## src/design/lsu_cfg.svh

```systemverilog
// Build-time sizing of the load/store unit
// Queue depth, datapath width and memory response timeout
`ifndef LSU_CFG_SVH
`define LSU_CFG_SVH

// Entries in the load/store queue, must be a power of two
`define LSU_NUM_ENTRIES 8

// Address and data width, the byte-lane logic assumes 64
`define LSU_XLEN 64

// Wait cycles before an outstanding access is declared a fault
`define LSU_MEM_TIMEOUT 16

`endif

```

## src/design/lsu_pkg.sv

```systemverilog
// Shared types of the load/store unit
// Operation enums, queue entry, memory request/response and writeback structs
`include "lsu_cfg.svh"

package lsu_pkg;

    // Kind of memory instruction
    typedef enum logic {
        LS_LOAD  = 1'b0,
        LS_STORE = 1'b1
    } ls_type_e;

    // RISC-V funct3 encodings of the access size
    typedef enum logic [2:0] {
        LB  = 3'b000,
        LH  = 3'b001,
        LW  = 3'b010,
        LD  = 3'b011,
        LBU = 3'b100,
        LHU = 3'b101,
        LWU = 3'b110
    } mem_size_e;

    // Memory sequencer states
    typedef enum logic [2:0] {
        IDLE,
        POP,
        ISSUE,
        WAIT,
        DONE
    } fsm_state_e;

    typedef logic [$clog2(`LSU_NUM_ENTRIES)-1:0] lsq_entry_t;   // Queue slot index
    typedef logic [`LSU_XLEN-1:0]                xlen_t;

    // Decoded memory instruction, valid doubles as the push strobe
    typedef struct packed {
        logic      valid;
        ls_type_e  instr_type;
        mem_size_e funct3;
        logic [4:0] rd;
        xlen_t     addr;
        xlen_t     data;        // Store data, unused for loads
    } lsq_interface_t;

    typedef struct packed {
        logic       valid;      // One-cycle request strobe
        logic       write;
        xlen_t      addr;       // Doubleword aligned
        logic [7:0] byte_mask;
        xlen_t      wdata;
    } mem_req_t;

    typedef struct packed {
        logic  valid;           // One-cycle response strobe
        xlen_t rdata;
    } mem_resp_t;

    // Writeback to the core
    typedef struct packed {
        logic       valid;
        logic       is_store;
        logic [4:0] rd;
        xlen_t      data;       // Zero for stores and faults
        logic       fault;
    } lsu_result_t;

endpackage

```

## src/design/load_store_queue.sv

```systemverilog
// Circular load/store queue with head/tail pointers and occupancy count
// Bypasses a push straight to the output when empty and read at once
`include "lsu_cfg.svh"

module load_store_queue import lsu_pkg::*; (
    input  logic           clk_i,
    input  logic           rstn_i,
    input  lsq_interface_t instruction_i,    // Push, valid is the strobe
    input  logic           flush_i,          // Drops every queued entry
    input  logic           read_head_i,      // Pop request from the sequencer
    output lsq_interface_t instruction_o,    // Popped entry, one cycle after read
    output lsq_entry_t     ls_queue_entry_o, // Registered tail slot
    output logic           full_o,
    output logic           empty_o
);

    // Control part of a stored entry
    typedef struct packed {
        ls_type_e   instr_type;
        mem_size_e  funct3;
        logic [4:0] rd;
    } ctrl_cell_t;

    ctrl_cell_t ctrl_mem [`LSU_NUM_ENTRIES];
    xlen_t      addr_mem [`LSU_NUM_ENTRIES];
    xlen_t      data_mem [`LSU_NUM_ENTRIES];

    lsq_entry_t head_q;
    lsq_entry_t tail_q;
    logic [$clog2(`LSU_NUM_ENTRIES):0] count_q; // One bit wider than the pointers
    logic       init_done_q;                    // Low in reset and the cycle after

    logic       write_en;
    logic       bypass;
    logic       push_en;
    logic       read_en;

    logic       out_valid_q;
    ctrl_cell_t out_ctrl_q;
    xlen_t      out_addr_q;
    xlen_t      out_data_q;

    assign empty_o = (count_q == '0);
    assign full_o  = (count_q == `LSU_NUM_ENTRIES) | flush_i | ~init_done_q;

    assign write_en = instruction_i.valid & ~full_o;          // Push while full is dropped
    assign bypass   = read_head_i & ~flush_i & empty_o & write_en;
    assign push_en  = write_en & ~bypass;                     // Entry takes a slot
    assign read_en  = read_head_i & ~flush_i & ~empty_o;

    assign instruction_o = '{valid:      out_valid_q,
                             instr_type: out_ctrl_q.instr_type,
                             funct3:     out_ctrl_q.funct3,
                             rd:         out_ctrl_q.rd,
                             addr:       out_addr_q,
                             data:       out_data_q};

    // Storage and output payload
    always_ff @(posedge clk_i) begin
        if (push_en) begin
            ctrl_mem[tail_q] <= '{instruction_i.instr_type, instruction_i.funct3,
                                  instruction_i.rd};
            addr_mem[tail_q] <= instruction_i.addr;
            data_mem[tail_q] <= instruction_i.data;
        end
        if (bypass) begin                       // Empty queue, hand the push over directly
            out_ctrl_q <= '{instruction_i.instr_type, instruction_i.funct3,
                            instruction_i.rd};
            out_addr_q <= instruction_i.addr;
            out_data_q <= instruction_i.data;
        end else if (read_en) begin
            out_ctrl_q <= ctrl_mem[head_q];
            out_addr_q <= addr_mem[head_q];
            out_data_q <= data_mem[head_q];
        end
    end

    // Pointers and count
    always_ff @(posedge clk_i or negedge rstn_i) begin
        if (!rstn_i) begin
            head_q           <= '0;
            tail_q           <= '0;
            count_q          <= '0;
            ls_queue_entry_o <= '0;
            out_valid_q      <= 1'b0;
            init_done_q      <= 1'b0;
        end else begin
            init_done_q <= 1'b1;
            out_valid_q <= read_en | bypass;
            if (flush_i) begin
                head_q           <= '0;
                tail_q           <= '0;
                count_q          <= '0;
                ls_queue_entry_o <= '0;
            end else begin
                ls_queue_entry_o <= tail_q;
                if (push_en) tail_q <= tail_q + 1'b1;   // Wraps, depth is a power of two
                if (read_en) head_q <= head_q + 1'b1;
                case ({push_en, read_en})
                    2'b10:   count_q <= count_q + 1'b1;
                    2'b01:   count_q <= count_q - 1'b1;
                    default: count_q <= count_q;
                endcase
            end
        end
    end

    a_no_overflow: assert property (@(posedge clk_i) disable iff (!rstn_i)
        count_q <= `LSU_NUM_ENTRIES)
        else $error("LSQ count above depth");

    // Sequencer only reads an empty queue when a bypass push is present
    a_no_empty_read: assert property (@(posedge clk_i) disable iff (!rstn_i)
        (read_head_i & empty_o & ~flush_i) |-> instruction_i.valid)
        else $error("LSQ read while empty");

endmodule

```

## src/design/lsu_data_align.sv

```systemverilog
// Byte-lane alignment of store data and extraction/extension of load data
// Also flags accesses not aligned to their size
`include "lsu_cfg.svh"

module lsu_data_align import lsu_pkg::*; (
    input  mem_size_e  funct3_i,
    input  xlen_t      addr_i,
    input  xlen_t      store_data_i,
    input  xlen_t      load_raw_i,     // Full doubleword from memory
    output logic [7:0] byte_mask_o,
    output xlen_t      store_data_o,
    output xlen_t      load_data_o,
    output logic       misaligned_o
);

    logic [2:0] offset;
    logic [5:0] bit_shift;
    xlen_t      load_shifted;

    assign offset    = addr_i[2:0];
    assign bit_shift = {offset, 3'b000};               // Byte offset in bits

    assign store_data_o = store_data_i << bit_shift;
    assign load_shifted = load_raw_i >> bit_shift;     // Addressed field to bit 0

    always_comb begin
        case (funct3_i)
            LB, LBU: begin
                byte_mask_o  = 8'h01 << offset;
                misaligned_o = 1'b0;
            end
            LH, LHU: begin
                byte_mask_o  = 8'h03 << offset;
                misaligned_o = offset[0];
            end
            LW, LWU: begin
                byte_mask_o  = 8'h0f << offset;
                misaligned_o = |offset[1:0];
            end
            LD: begin
                byte_mask_o  = 8'hff;
                misaligned_o = |offset;
            end
            default: begin                             // Unused code, treat as byte
                byte_mask_o  = 8'h01 << offset;
                misaligned_o = 1'b0;
            end
        endcase
    end

    // Sign extend LB/LH/LW, zero extend the rest
    always_comb begin
        case (funct3_i)
            LB:      load_data_o = {{(`LSU_XLEN-8){load_shifted[7]}}, load_shifted[7:0]};
            LH:      load_data_o = {{(`LSU_XLEN-16){load_shifted[15]}}, load_shifted[15:0]};
            LW:      load_data_o = {{(`LSU_XLEN-32){load_shifted[31]}}, load_shifted[31:0]};
            LBU:     load_data_o = {{(`LSU_XLEN-8){1'b0}}, load_shifted[7:0]};
            LHU:     load_data_o = {{(`LSU_XLEN-16){1'b0}}, load_shifted[15:0]};
            LWU:     load_data_o = {{(`LSU_XLEN-32){1'b0}}, load_shifted[31:0]};
            default: load_data_o = load_shifted;       // LD
        endcase
    end

endmodule

```

## src/design/lsu_mem_fsm.sv

```systemverilog
// Sequencer popping the queue and running one memory access at a time
// Forms the memory request and the writeback result
`include "lsu_cfg.svh"

module lsu_mem_fsm import lsu_pkg::*; (
    input  logic           clk_i,
    input  logic           rstn_i,
    input  logic           empty_i,
    output logic           read_head_o,
    input  lsq_interface_t entry_i,         // Popped entry, valid one cycle after read
    output mem_req_t       mem_req_o,
    input  mem_resp_t      mem_resp_i,
    input  logic           timeout_i,
    output logic           timer_start_o,
    output logic           timer_stop_o,
    output lsu_result_t    result_o
);

    fsm_state_e     state_q, state_d;
    lsq_interface_t entry_q;                // Operation in flight
    xlen_t          res_data_q;
    logic           fault_q;

    logic [7:0]     byte_mask;
    xlen_t          store_data;
    xlen_t          load_data;
    logic           misaligned;
    logic           is_store;

    assign is_store = (entry_q.instr_type == LS_STORE);

    lsu_data_align data_align_i (
        .funct3_i     (entry_q.funct3),
        .addr_i       (entry_q.addr),
        .store_data_i (entry_q.data),
        .load_raw_i   (mem_resp_i.rdata),
        .byte_mask_o  (byte_mask),
        .store_data_o (store_data),
        .load_data_o  (load_data),
        .misaligned_o (misaligned)
    );

    always_comb begin
        state_d = state_q;
        case (state_q)
            IDLE:    if (!empty_i) state_d = POP;
            POP:     state_d = entry_i.valid ? ISSUE : IDLE;    // Nothing arrives after a flush
            ISSUE:   state_d = misaligned ? DONE : WAIT;
            WAIT:    if (mem_resp_i.valid || timeout_i) state_d = DONE;
            default: state_d = IDLE;                            // DONE
        endcase
    end

    assign read_head_o   = (state_q == IDLE) & ~empty_i;
    assign timer_start_o = mem_req_o.valid;
    assign timer_stop_o  = (state_q == WAIT) & (mem_resp_i.valid | timeout_i);

    always_comb begin
        mem_req_o.valid     = (state_q == ISSUE) & ~misaligned;
        mem_req_o.write     = is_store;
        mem_req_o.addr      = {entry_q.addr[`LSU_XLEN-1:3], 3'b000};
        mem_req_o.byte_mask = byte_mask;
        mem_req_o.wdata     = store_data;
        result_o.valid      = (state_q == DONE);
        result_o.is_store   = is_store;
        result_o.rd         = entry_q.rd;
        result_o.data       = res_data_q;
        result_o.fault      = fault_q;
    end

    always_ff @(posedge clk_i or negedge rstn_i) begin
        if (!rstn_i) state_q <= IDLE;
        else         state_q <= state_d;
    end

    // Held entry and result payload
    always_ff @(posedge clk_i) begin
        if (state_q == POP && entry_i.valid) entry_q <= entry_i;
        if (state_q == ISSUE && misaligned) begin
            fault_q    <= 1'b1;
            res_data_q <= '0;
        end
        if (state_q == WAIT) begin
            if (mem_resp_i.valid) begin           // Response wins over a same-cycle timeout
                fault_q    <= 1'b0;
                res_data_q <= is_store ? '0 : load_data;
            end else if (timeout_i) begin
                fault_q    <= 1'b1;
                res_data_q <= '0;
            end
        end
    end

    a_one_req: assert property (@(posedge clk_i) disable iff (!rstn_i)
        mem_req_o.valid |=> (!mem_req_o.valid throughout result_o.valid [->1]))
        else $error("Second memory request before result");

    // Clean result follows a response, a faulting one a timeout or a misaligned entry
    a_result_cause: assert property (@(posedge clk_i) disable iff (!rstn_i)
        result_o.valid |-> (result_o.fault
                            ? $past(timeout_i || (state_q == ISSUE && misaligned))
                            : $past(mem_resp_i.valid)))
        else $error("Result without a matching response, timeout or misalignment");

endmodule

```

## src/design/lsu_top.sv

```systemverilog
// Load/store unit top level
// Queue, memory sequencer and response timer
module lsu_top import lsu_pkg::*; (
    input  logic           clk_i,
    input  logic           rstn_i,
    input  lsq_interface_t instruction_i,    // From decode
    input  logic           flush_i,
    output mem_req_t       mem_req_o,
    input  mem_resp_t      mem_resp_i,
    output lsu_result_t    result_o,         // Writeback to the core
    output logic           full_o,
    output lsq_entry_t     ls_queue_entry_o
);

    logic           read_head;
    logic           empty;
    lsq_interface_t head_entry;             // Queue output to the sequencer
    logic           timer_start;
    logic           timer_stop;
    logic           timeout;

    load_store_queue queue_i (
        .clk_i            (clk_i),
        .rstn_i           (rstn_i),
        .instruction_i    (instruction_i),
        .flush_i          (flush_i),
        .read_head_i      (read_head),
        .instruction_o    (head_entry),
        .ls_queue_entry_o (ls_queue_entry_o),
        .full_o           (full_o),
        .empty_o          (empty)
    );

    lsu_mem_fsm mem_fsm_i (
        .clk_i         (clk_i),
        .rstn_i        (rstn_i),
        .empty_i       (empty),
        .read_head_o   (read_head),
        .entry_i       (head_entry),
        .mem_req_o     (mem_req_o),
        .mem_resp_i    (mem_resp_i),
        .timeout_i     (timeout),
        .timer_start_o (timer_start),
        .timer_stop_o  (timer_stop),
        .result_o      (result_o)
    );

    mem_wait_timer wait_timer_i (
        .clk_i     (clk_i),
        .rstn_i    (rstn_i),
        .start_i   (timer_start),
        .stop_i    (timer_stop),
        .timeout_o (timeout)
    );

endmodule

```

## src/design/mem_wait_timer.sv

```systemverilog
// Memory response wait counter with a single timeout strobe
`include "lsu_cfg.svh"

module mem_wait_timer (
    input  logic clk_i,
    input  logic rstn_i,
    input  logic start_i,       // Request issued
    input  logic stop_i,        // Response seen or operation closed
    output logic timeout_o      // One-cycle strobe at the limit
);

    localparam int unsigned cnt_w = $clog2(`LSU_MEM_TIMEOUT + 1);

    logic             running_q;
    logic [cnt_w-1:0] cnt_q;
    logic             timeout_q;

    assign timeout_o = timeout_q;

    always_ff @(posedge clk_i or negedge rstn_i) begin
        if (!rstn_i) begin
            running_q <= 1'b0;
            cnt_q     <= '0;
            timeout_q <= 1'b0;
        end else begin
            timeout_q <= 1'b0;
            if (start_i) begin
                running_q <= 1'b1;
                cnt_q     <= '0;
            end else if (running_q) begin
                if (stop_i) begin
                    running_q <= 1'b0;
                end else if (cnt_q != cnt_w'(`LSU_MEM_TIMEOUT)) begin  // Saturates
                    cnt_q     <= cnt_q + 1'b1;
                    timeout_q <= (cnt_q == cnt_w'(`LSU_MEM_TIMEOUT - 1));
                end
            end
        end
    end

    a_no_restart: assert property (@(posedge clk_i) disable iff (!rstn_i)
        start_i |-> !running_q)
        else $error("Timer started while already running");

    a_stop_running: assert property (@(posedge clk_i) disable iff (!rstn_i)
        stop_i |-> running_q)
        else $error("Timer stopped while idle");

endmodule

```

## config.mk

```make
export PLATFORM = sky130hd
export DESIGN_NAME = lsu_top
export DESIGN_NICKNAME = d
export VERILOG_FILES = /design/src/design/lsu_pkg.sv /design/src/design/load_store_queue.sv /design/src/design/lsu_data_align.sv /design/src/design/lsu_mem_fsm.sv /design/src/design/lsu_top.sv /design/src/design/mem_wait_timer.sv
export VERILOG_INCLUDE_DIRS = /design/src /design/src/design
export SDC_FILE = /design/constraint.sdc
export NUM_CORES = 1
export LEC_CHECK = 0
export BUFFER_PORTS_ARGS = -buffer_cell sky130_fd_sc_hd__buf_2
export CORE_MARGIN = 8
export CORE_UTILIZATION = 40
export DETAILED_ROUTE_END_ITERATION = 7
export PLACE_DENSITY = 0.65
export SYNTH_ARGS = -nofsm -noshare
export SYNTH_HDL_FRONTEND = slang
export SYNTH_SLANG_ARGS = --single-unit
```

## constraint.sdc

```tcl
create_clock -name clk_i -period 37.1 [get_ports clk_i]
set_clock_uncertainty 0.1 [all_clocks]
set_input_delay 7.42 -clock clk_i [delete_from_list [all_inputs] [get_ports clk_i]]
set_output_delay 7.42 -clock clk_i [all_outputs]
set_load 0.05 [all_outputs]
```

* Word level (Yosys, flattened, before mapping)
Memories as Yosys holds them, arrays and structs flattened. A register that Yosys moved wholly into a read port is not among the register bits.
Cells that the tools add are included.
** Cells by class
- Reductions and logical operators :: 18
- Eq/ne operators :: 18
- Bitwise operators :: 19
- Shift-type cells :: 5
- Multiplexer cells :: 37
- Add/subtract/negate cells :: 5
** Operators with widths (count)
- one-hot mux 64 bit (6 select lines) :: 1
- two-way mux 64 bit :: 5
- left shift 64 x 6 -> 64 bit :: 1
- >> shifter 64 x 6 -> 64 bit :: 1
- two-way mux 3 bit :: 8
- one-hot mux 8 bit (3 select lines) :: 1
- two-way mux 5 bit :: 4
- two-way mux 1 bit :: 13
- equality test 3 x 2 -> 1 bit (second input constant) :: 4
- equality test 3 bit (second input constant) :: 4
- one-hot mux 3 bit (4 select lines) :: 1
- nonzero test 2 bit :: 5
- bitwise AND 1 bit :: 9
- one-hot mux 4 bit (2 select lines) :: 1
- left shift 1 x 3 -> 8 bit (first input constant) :: 1
- left shift 2 x 3 -> 8 bit (first input constant) :: 1
- left shift 4 x 3 -> 8 bit (first input constant) :: 1
- adder 3 x 1 -> 3 bit (second input constant) :: 2
- equality test 3 x 1 -> 1 bit (second input constant) :: 2
- logical NOT 3 bit :: 2
- NOT 1 bit :: 6
- OR reduction 2 bit :: 3
- adder 5 x 1 -> 5 bit (second input constant) :: 1
- equality test 5 x 4 -> 1 bit (second input constant) :: 1
- 19 further kinds :: 24
** Storage, ports and cells
- Output and inout port bits :: 214
- Memory bits (writable) :: 1096
- Register bits :: 227
- Logic and storage cells :: 122
- Memories kept :: 3
- Bits of input ports :: 206
** Memories
- queue_i.addr_mem :: depth 8, width 64, rd ports 1, clocked after memory_dff 1, wr ports 1, RTL line load_store_queue.sv:25 : xlen_t addr_mem [`LSU_NUM_ENTRIES];
- queue_i.data_mem :: depth 8, width 64, rd ports 1, clocked after memory_dff 1, wr ports 1, RTL line load_store_queue.sv:26 : xlen_t data_mem [`LSU_NUM_ENTRIES];
- queue_i.ctrl_mem :: depth 8, width 9, rd ports 1, clocked after memory_dff 1, wr ports 1, RTL line load_store_queue.sv:24 : ctrl_cell_t ctrl_mem [`LSU_NUM_ENTRIES];

* Logic depth before layout (Yosys ltp)
- Word-level depth :: 11
- Depth in mapped cells :: 10
- Gate-level depth less buffers :: 9

* Cells and area by module
Synthesis repeated with hierarchy kept, for this count alone.
** Second synthesis, totals
- Cell total of the unflattened synthesis :: 3144
- Area, all modules :: 58760.1 um^2
** Modules (own cells, without submodules)
- load_store_queue :: cells each 2116, area each 47145.2 um^2, sequential area each 37400.9 um^2, instances 1
- lsu_mem_fsm :: cells each 379, area each 6834.1 um^2, sequential area each 5490.3 um^2, instances 1
- lsu_data_align :: cells each 614, area each 4389.2 um^2, sequential area each 0.0 um^2, instances 1
- mem_wait_timer :: cells each 35, area each 391.6 um^2, sequential area each 175.2 um^2, instances 1

* Least setup slack after synthesis
Ideal clock, no wire load.
- Kind :: input-to-reg
- From :: input flush_i
- To :: memory queue_i.addr_mem[4][0] (netlist bit) (enable)
- Data arrival time :: 21.817 ns
- Slack :: 14.165 ns
- Data required time :: 35.982 ns
- Stages on the path :: 3
- Library setup time :: 1.018 ns
- Path buffers :: 0
- Path through :: nand3b_1 a21o_1 nor4b_1
** Between the ends
- Word-level cells in the longest chain between the ends :: 9
- Elaborated cells between the ends (all ways) :: 12
- Classes of those cells :: mux: 2; bitwise: 10
** RTL lines
- from (decl) :: RTL line lsu_top.sv:7 : input logic flush_i,
- bitwise OR 1 bit (2 in series) :: RTL line load_store_queue.sv:44 : assign full_o = (count_q == `LSU_NUM_ENTRIES) | flush_i | ~init_done_q;
- NOT 1 bit :: RTL line load_store_queue.sv:46 : assign write_en = instruction_i.valid & ~full_o;
- bitwise AND 1 bit :: RTL line load_store_queue.sv:46
- bitwise AND 1 bit :: RTL line load_store_queue.sv:47 : assign bypass = read_head_i & ~flush_i & empty_o & write_en;
- NOT 1 bit :: RTL line load_store_queue.sv:48 : assign push_en = write_en & ~bypass;
- bitwise AND 1 bit (*) :: RTL line load_store_queue.sv:48
- two-way mux 1 bit (*) :: RTL line load_store_queue.sv:60 : if (push_en) begin
- two-way mux 1 bit (implied by the code) (*) :: RTL line load_store_queue.sv:63 : addr_mem[tail_q] <= instruction_i.addr;
- to (decl) :: RTL line load_store_queue.sv:25
Every way passes the cells marked *; elsewhere a longest branch is shown, timed or not.

* Worst setup path in the final report
- From :: input flush_i
- To :: output full_o
** Between the ends
- Word-level cells in the longest chain between the ends :: 2
** RTL lines
- bitwise OR 1 bit (2 in series) :: RTL line load_store_queue.sv:44
- to (decl) :: RTL line lsu_top.sv:11 : output logic full_o,
No other way between the ends.

==> flow_summary.ini <==
[cells_and_area]
fillers = 11874
fin_util_pct = 46.4
drive_above_1_share_pct = 35.2
fin_cells = 5227
nets = 3419
syn2layout_area_growth_pct = 15.4

[power]
powerDensity_mw_per_mm2 = 66.4
irDropWorstVdd_uv = 75.3
total_power_mw = 4.36
leakagePower_nw = 21.7

[logic_synthesis]
syn_area_mm2 = 0.0568
async_reset_ff_share_pct = 1.71
synth_cells = 2797
synth_area_per_cell_um2 = 20.3
ys.flop_type = edfxtp_1
ys_ff_latch = 1460
ys_seq_area_share_pct = 75.8
synth_cell_type_count = 72
ys_warn_count = 0
synth-edff-count = 1370

[global_routing]
grt_usage_pct = 17.6
grt_pass1_vias = 28621
grt_max_degree = 111
overflow = 0
grt_util_met2_pct = 28.8
grt_use_met1_pct = 22.9
grt_first_pass_wirelength_mm = 199
grt_use_met3_pct = 4.45
grt.busiest_layer = met2
antenna_found_initial = 56

[worst_setup_path]
cp_cell_sequence = buf_2, inv_1, nand3_1, buf_2
max_stage_delay_ns = 0.29
path_common_cell = buf_2
worstSetupEndpoint = full_o
r2r-start = queue_i.head_q[1]
r2r_setup_slack_ns = 32.44
required_ns = 29.58
startpoint = flush_i
crit_fanout = 17
endpoint_kind = primary output
worst_r2r_path_depth = 5
arrival_ns = 8.16
crit_type = input pin to primary output
critPathSlowestCell = buf_2
cp-start-kind = input pin
rr_endpoint = queue_i.out_addr_q[39]

[clock_tree]
insertion_delay_ns = 0.76
cts_tree = done
cts_max_level = 4
cts.sinks = 1460
clockBufferDepth = 3
cts_setup_buffers = 0
cts_buffers = 154
cts_resized = 0
clockRootBuffer = clkbuf_16
clkTransAtPathRegs_ns = 0.06
cts_hold_buf = 0

[route]
drt_wl_total_mm = 138
routedWlPerCell_um = 26.5
via_per_inst = 5.34
ant_nets = 0
drc = 0
vias = 27922
drt-pass1-iter-count = 5
drt_iter0_drc = 2291

[hold_path]
hold_class = flip-flop to flip-flop
min-delay-start = queue_i.out_data_q[28]

[placement]
pre_cts_slack_ns = 21.42
io_buffers = 416
dp_cells = 4934
hpwlAfterDp_mm = 84.0
gp_congestion = 0.955

[timing]
grt_setup_unrepaired = no
finalCritPeriodShare_pct = 42.3
fin_tns_setup_ns = 0
period_minus_slack_ns = 15.68
maxSlewHeadroom_pct = 20.0
timing.final.ws_setup_ns = 21.42
maxSlewViolCount = 0
setup_viol = 0
final_hold_viol_count = 0
fmax_mhz = 63.8
tightest_slew_ns = 1.19

[floorplan]
die_y_um = 393
core_mm2 = 0.141
start_util_pct = 40.2
die_area_mm2 = 0.154
ios = 420
rows = 138
die_x_um = 393

[outcome]
status = completed

[flow_run]
drv_cap = 0
final cells by class:
| type | instances | area [um2] | area share [%] |
|---|---|---|---|
| Sequential cell | 1460 | 43100 | 65.7 |
| Multi-Input combinational cell | 1103 | 12600 | 19.2 |
| Clock buffer | 190 | 4070 | 6.21 |
| Timing Repair Buffer | 466 | 2530 | 3.86 |
| Tap cell | 1890 | 2360 | 3.61 |
| Clock inverter | 88 | 853 | 1.30 |
| Inverter | 15 | 56.3 | 0.0859 |
| Antenna cell | 15 | 37.5 | 0.0573 |
report_power, final:
group	switching (mW)	internal (mW)
Combinational	0.516	0.307
Clock	0.629	0.862
Sequential	0.0738	1.97
Total	1.22	3.14
how the worst min path moves through the flow:
| stage | slack (ns) | cells past startpoint | to |
|---|---|---|---|
| floorplan | 0.30 | 0 | mem_fsm_i.entry_q[0] |
| detailed placement | 0.30 | 0 | mem_fsm_i.mem_req_o[113] |
| finish | 0.30 | 0 | mem_fsm_i.entry_q[28] |
| global route | 0.32 | 0 | mem_fsm_i.entry_q[27] |
| global placement | 0.30 | 0 | mem_fsm_i.entry_q[33] |
| CTS | 0.31 | 0 | mem_fsm_i.entry_q[27] |
synthesized netlist by cell type, types with 6 or more instances:
cell type	count	area (um2)
edfxtp_1	1370	41100
mux4_2	281	6330
mux2_2	159	1790
nor2_1	121	454
mux2i_1	105	1050
nand2_1	87	327
clkbuf_1	86	323
buf_4	75	563
a21oi_1	70	350
dfxtp_1	65	1300
buf_2	45	225
a22o_1	32	280
o21ai_0	28	140
dfrtp_1	25	626
and2_1	17	106
nor3_1	16	80.1
o211ai_1	14	105
ha_1	13	163
inv_1	13	48.8
o2bb2ai_1	13	114
a211o_1	9	78.8
a211o_2	9	90.1
o221ai_1	9	78.8
o22ai_1	9	56.3
a221o_1	8	80.1
buf_1	8	30.0
or2_2	8	50.1
a31o_2	7	61.3
buf_6	7	78.8
nor2b_1	7	43.8
nand2b_1	6	37.5
per-layer routing:
metal	up-vias	part of all wire, %
met5	-	0.090
met4	20	3.3
met3	275	8.1
met2	1071	48
met1	14406	41
li1	12150	-
cells by family after synthesis:
| family | Yosys count | synth area share (%) |
|---|---|---|
| flops | 1460 | 75.8 |
| mux | 545 | 16.1 |
| simple gates | 291 | 2.32 |
| compound gates | 241 | 3.01 |
| buf+inv | 236 | 2.25 |
| fa+ha+maj | 13 | 0.286 |
| xor+xnor | 9 | 0.172 |
| other cells | 2 | 0.0132 |
registers in the layout, indices dropped and copies added, names as in the netlist, 5 cells and up:
name,cells
mem_fsm_i.entry_q,70
queue_i.ctrl_mem,72
wait_timer_i.cnt_q,5
mem_fsm_i.result_o,5
queue_i.addr_mem,512
mem_fsm_i.res_data_q,64
queue_i.out_addr_q,64
queue_i.out_data_q,64
queue_i.data_mem,512
queue_i.instruction_o,9
mem_fsm_i.mem_req_o,61
cell usage in the layout (no fill, tap or decap), types with 9 or more instances in the layout:
cell type  netlist  final
edfxtp_1      1370   1370
buf_2           45    416
mux4_2         281    281
mux2_2         159    159
clkbuf_16        0    158
nor2_1         121    119
mux2i_1        105    105
nand2_1         87     87
a21oi_1         70     69
dfxtp_1         65     65
buf_4           75     44
a22o_1          32     32
clkbuf_1        86     32
clkinv_1         0     32
o21ai_0         28     28
dfrtp_1         25     22
clkinv_2         0     19
and2_1          17     17
diode_2          0     15
nor3_1          16     14
o211ai_1        14     14
inv_1           13     13
o2bb2ai_1       13     13
ha_1            13     13
bufinv_16        0     11
o22ai_1          9      9
a211o_1          9      9
o221ai_1         9      9
a211o_2          9      9
per-stage QoR:
step	area [um2]	hold slack [ns]
after floorplan	56800	0.300
after global placement	60600	0.301
after detailed placement	60600	0.305
after CTS	65500	0.307
after global routing	65500	0.317
final	65600	0.298
worst max-delay path: cells and delay by family:
kind          cells  cell delay, ns
buf+inv           3            0.65
simple gates      1            0.08
(Power assumes the default switching activity.)
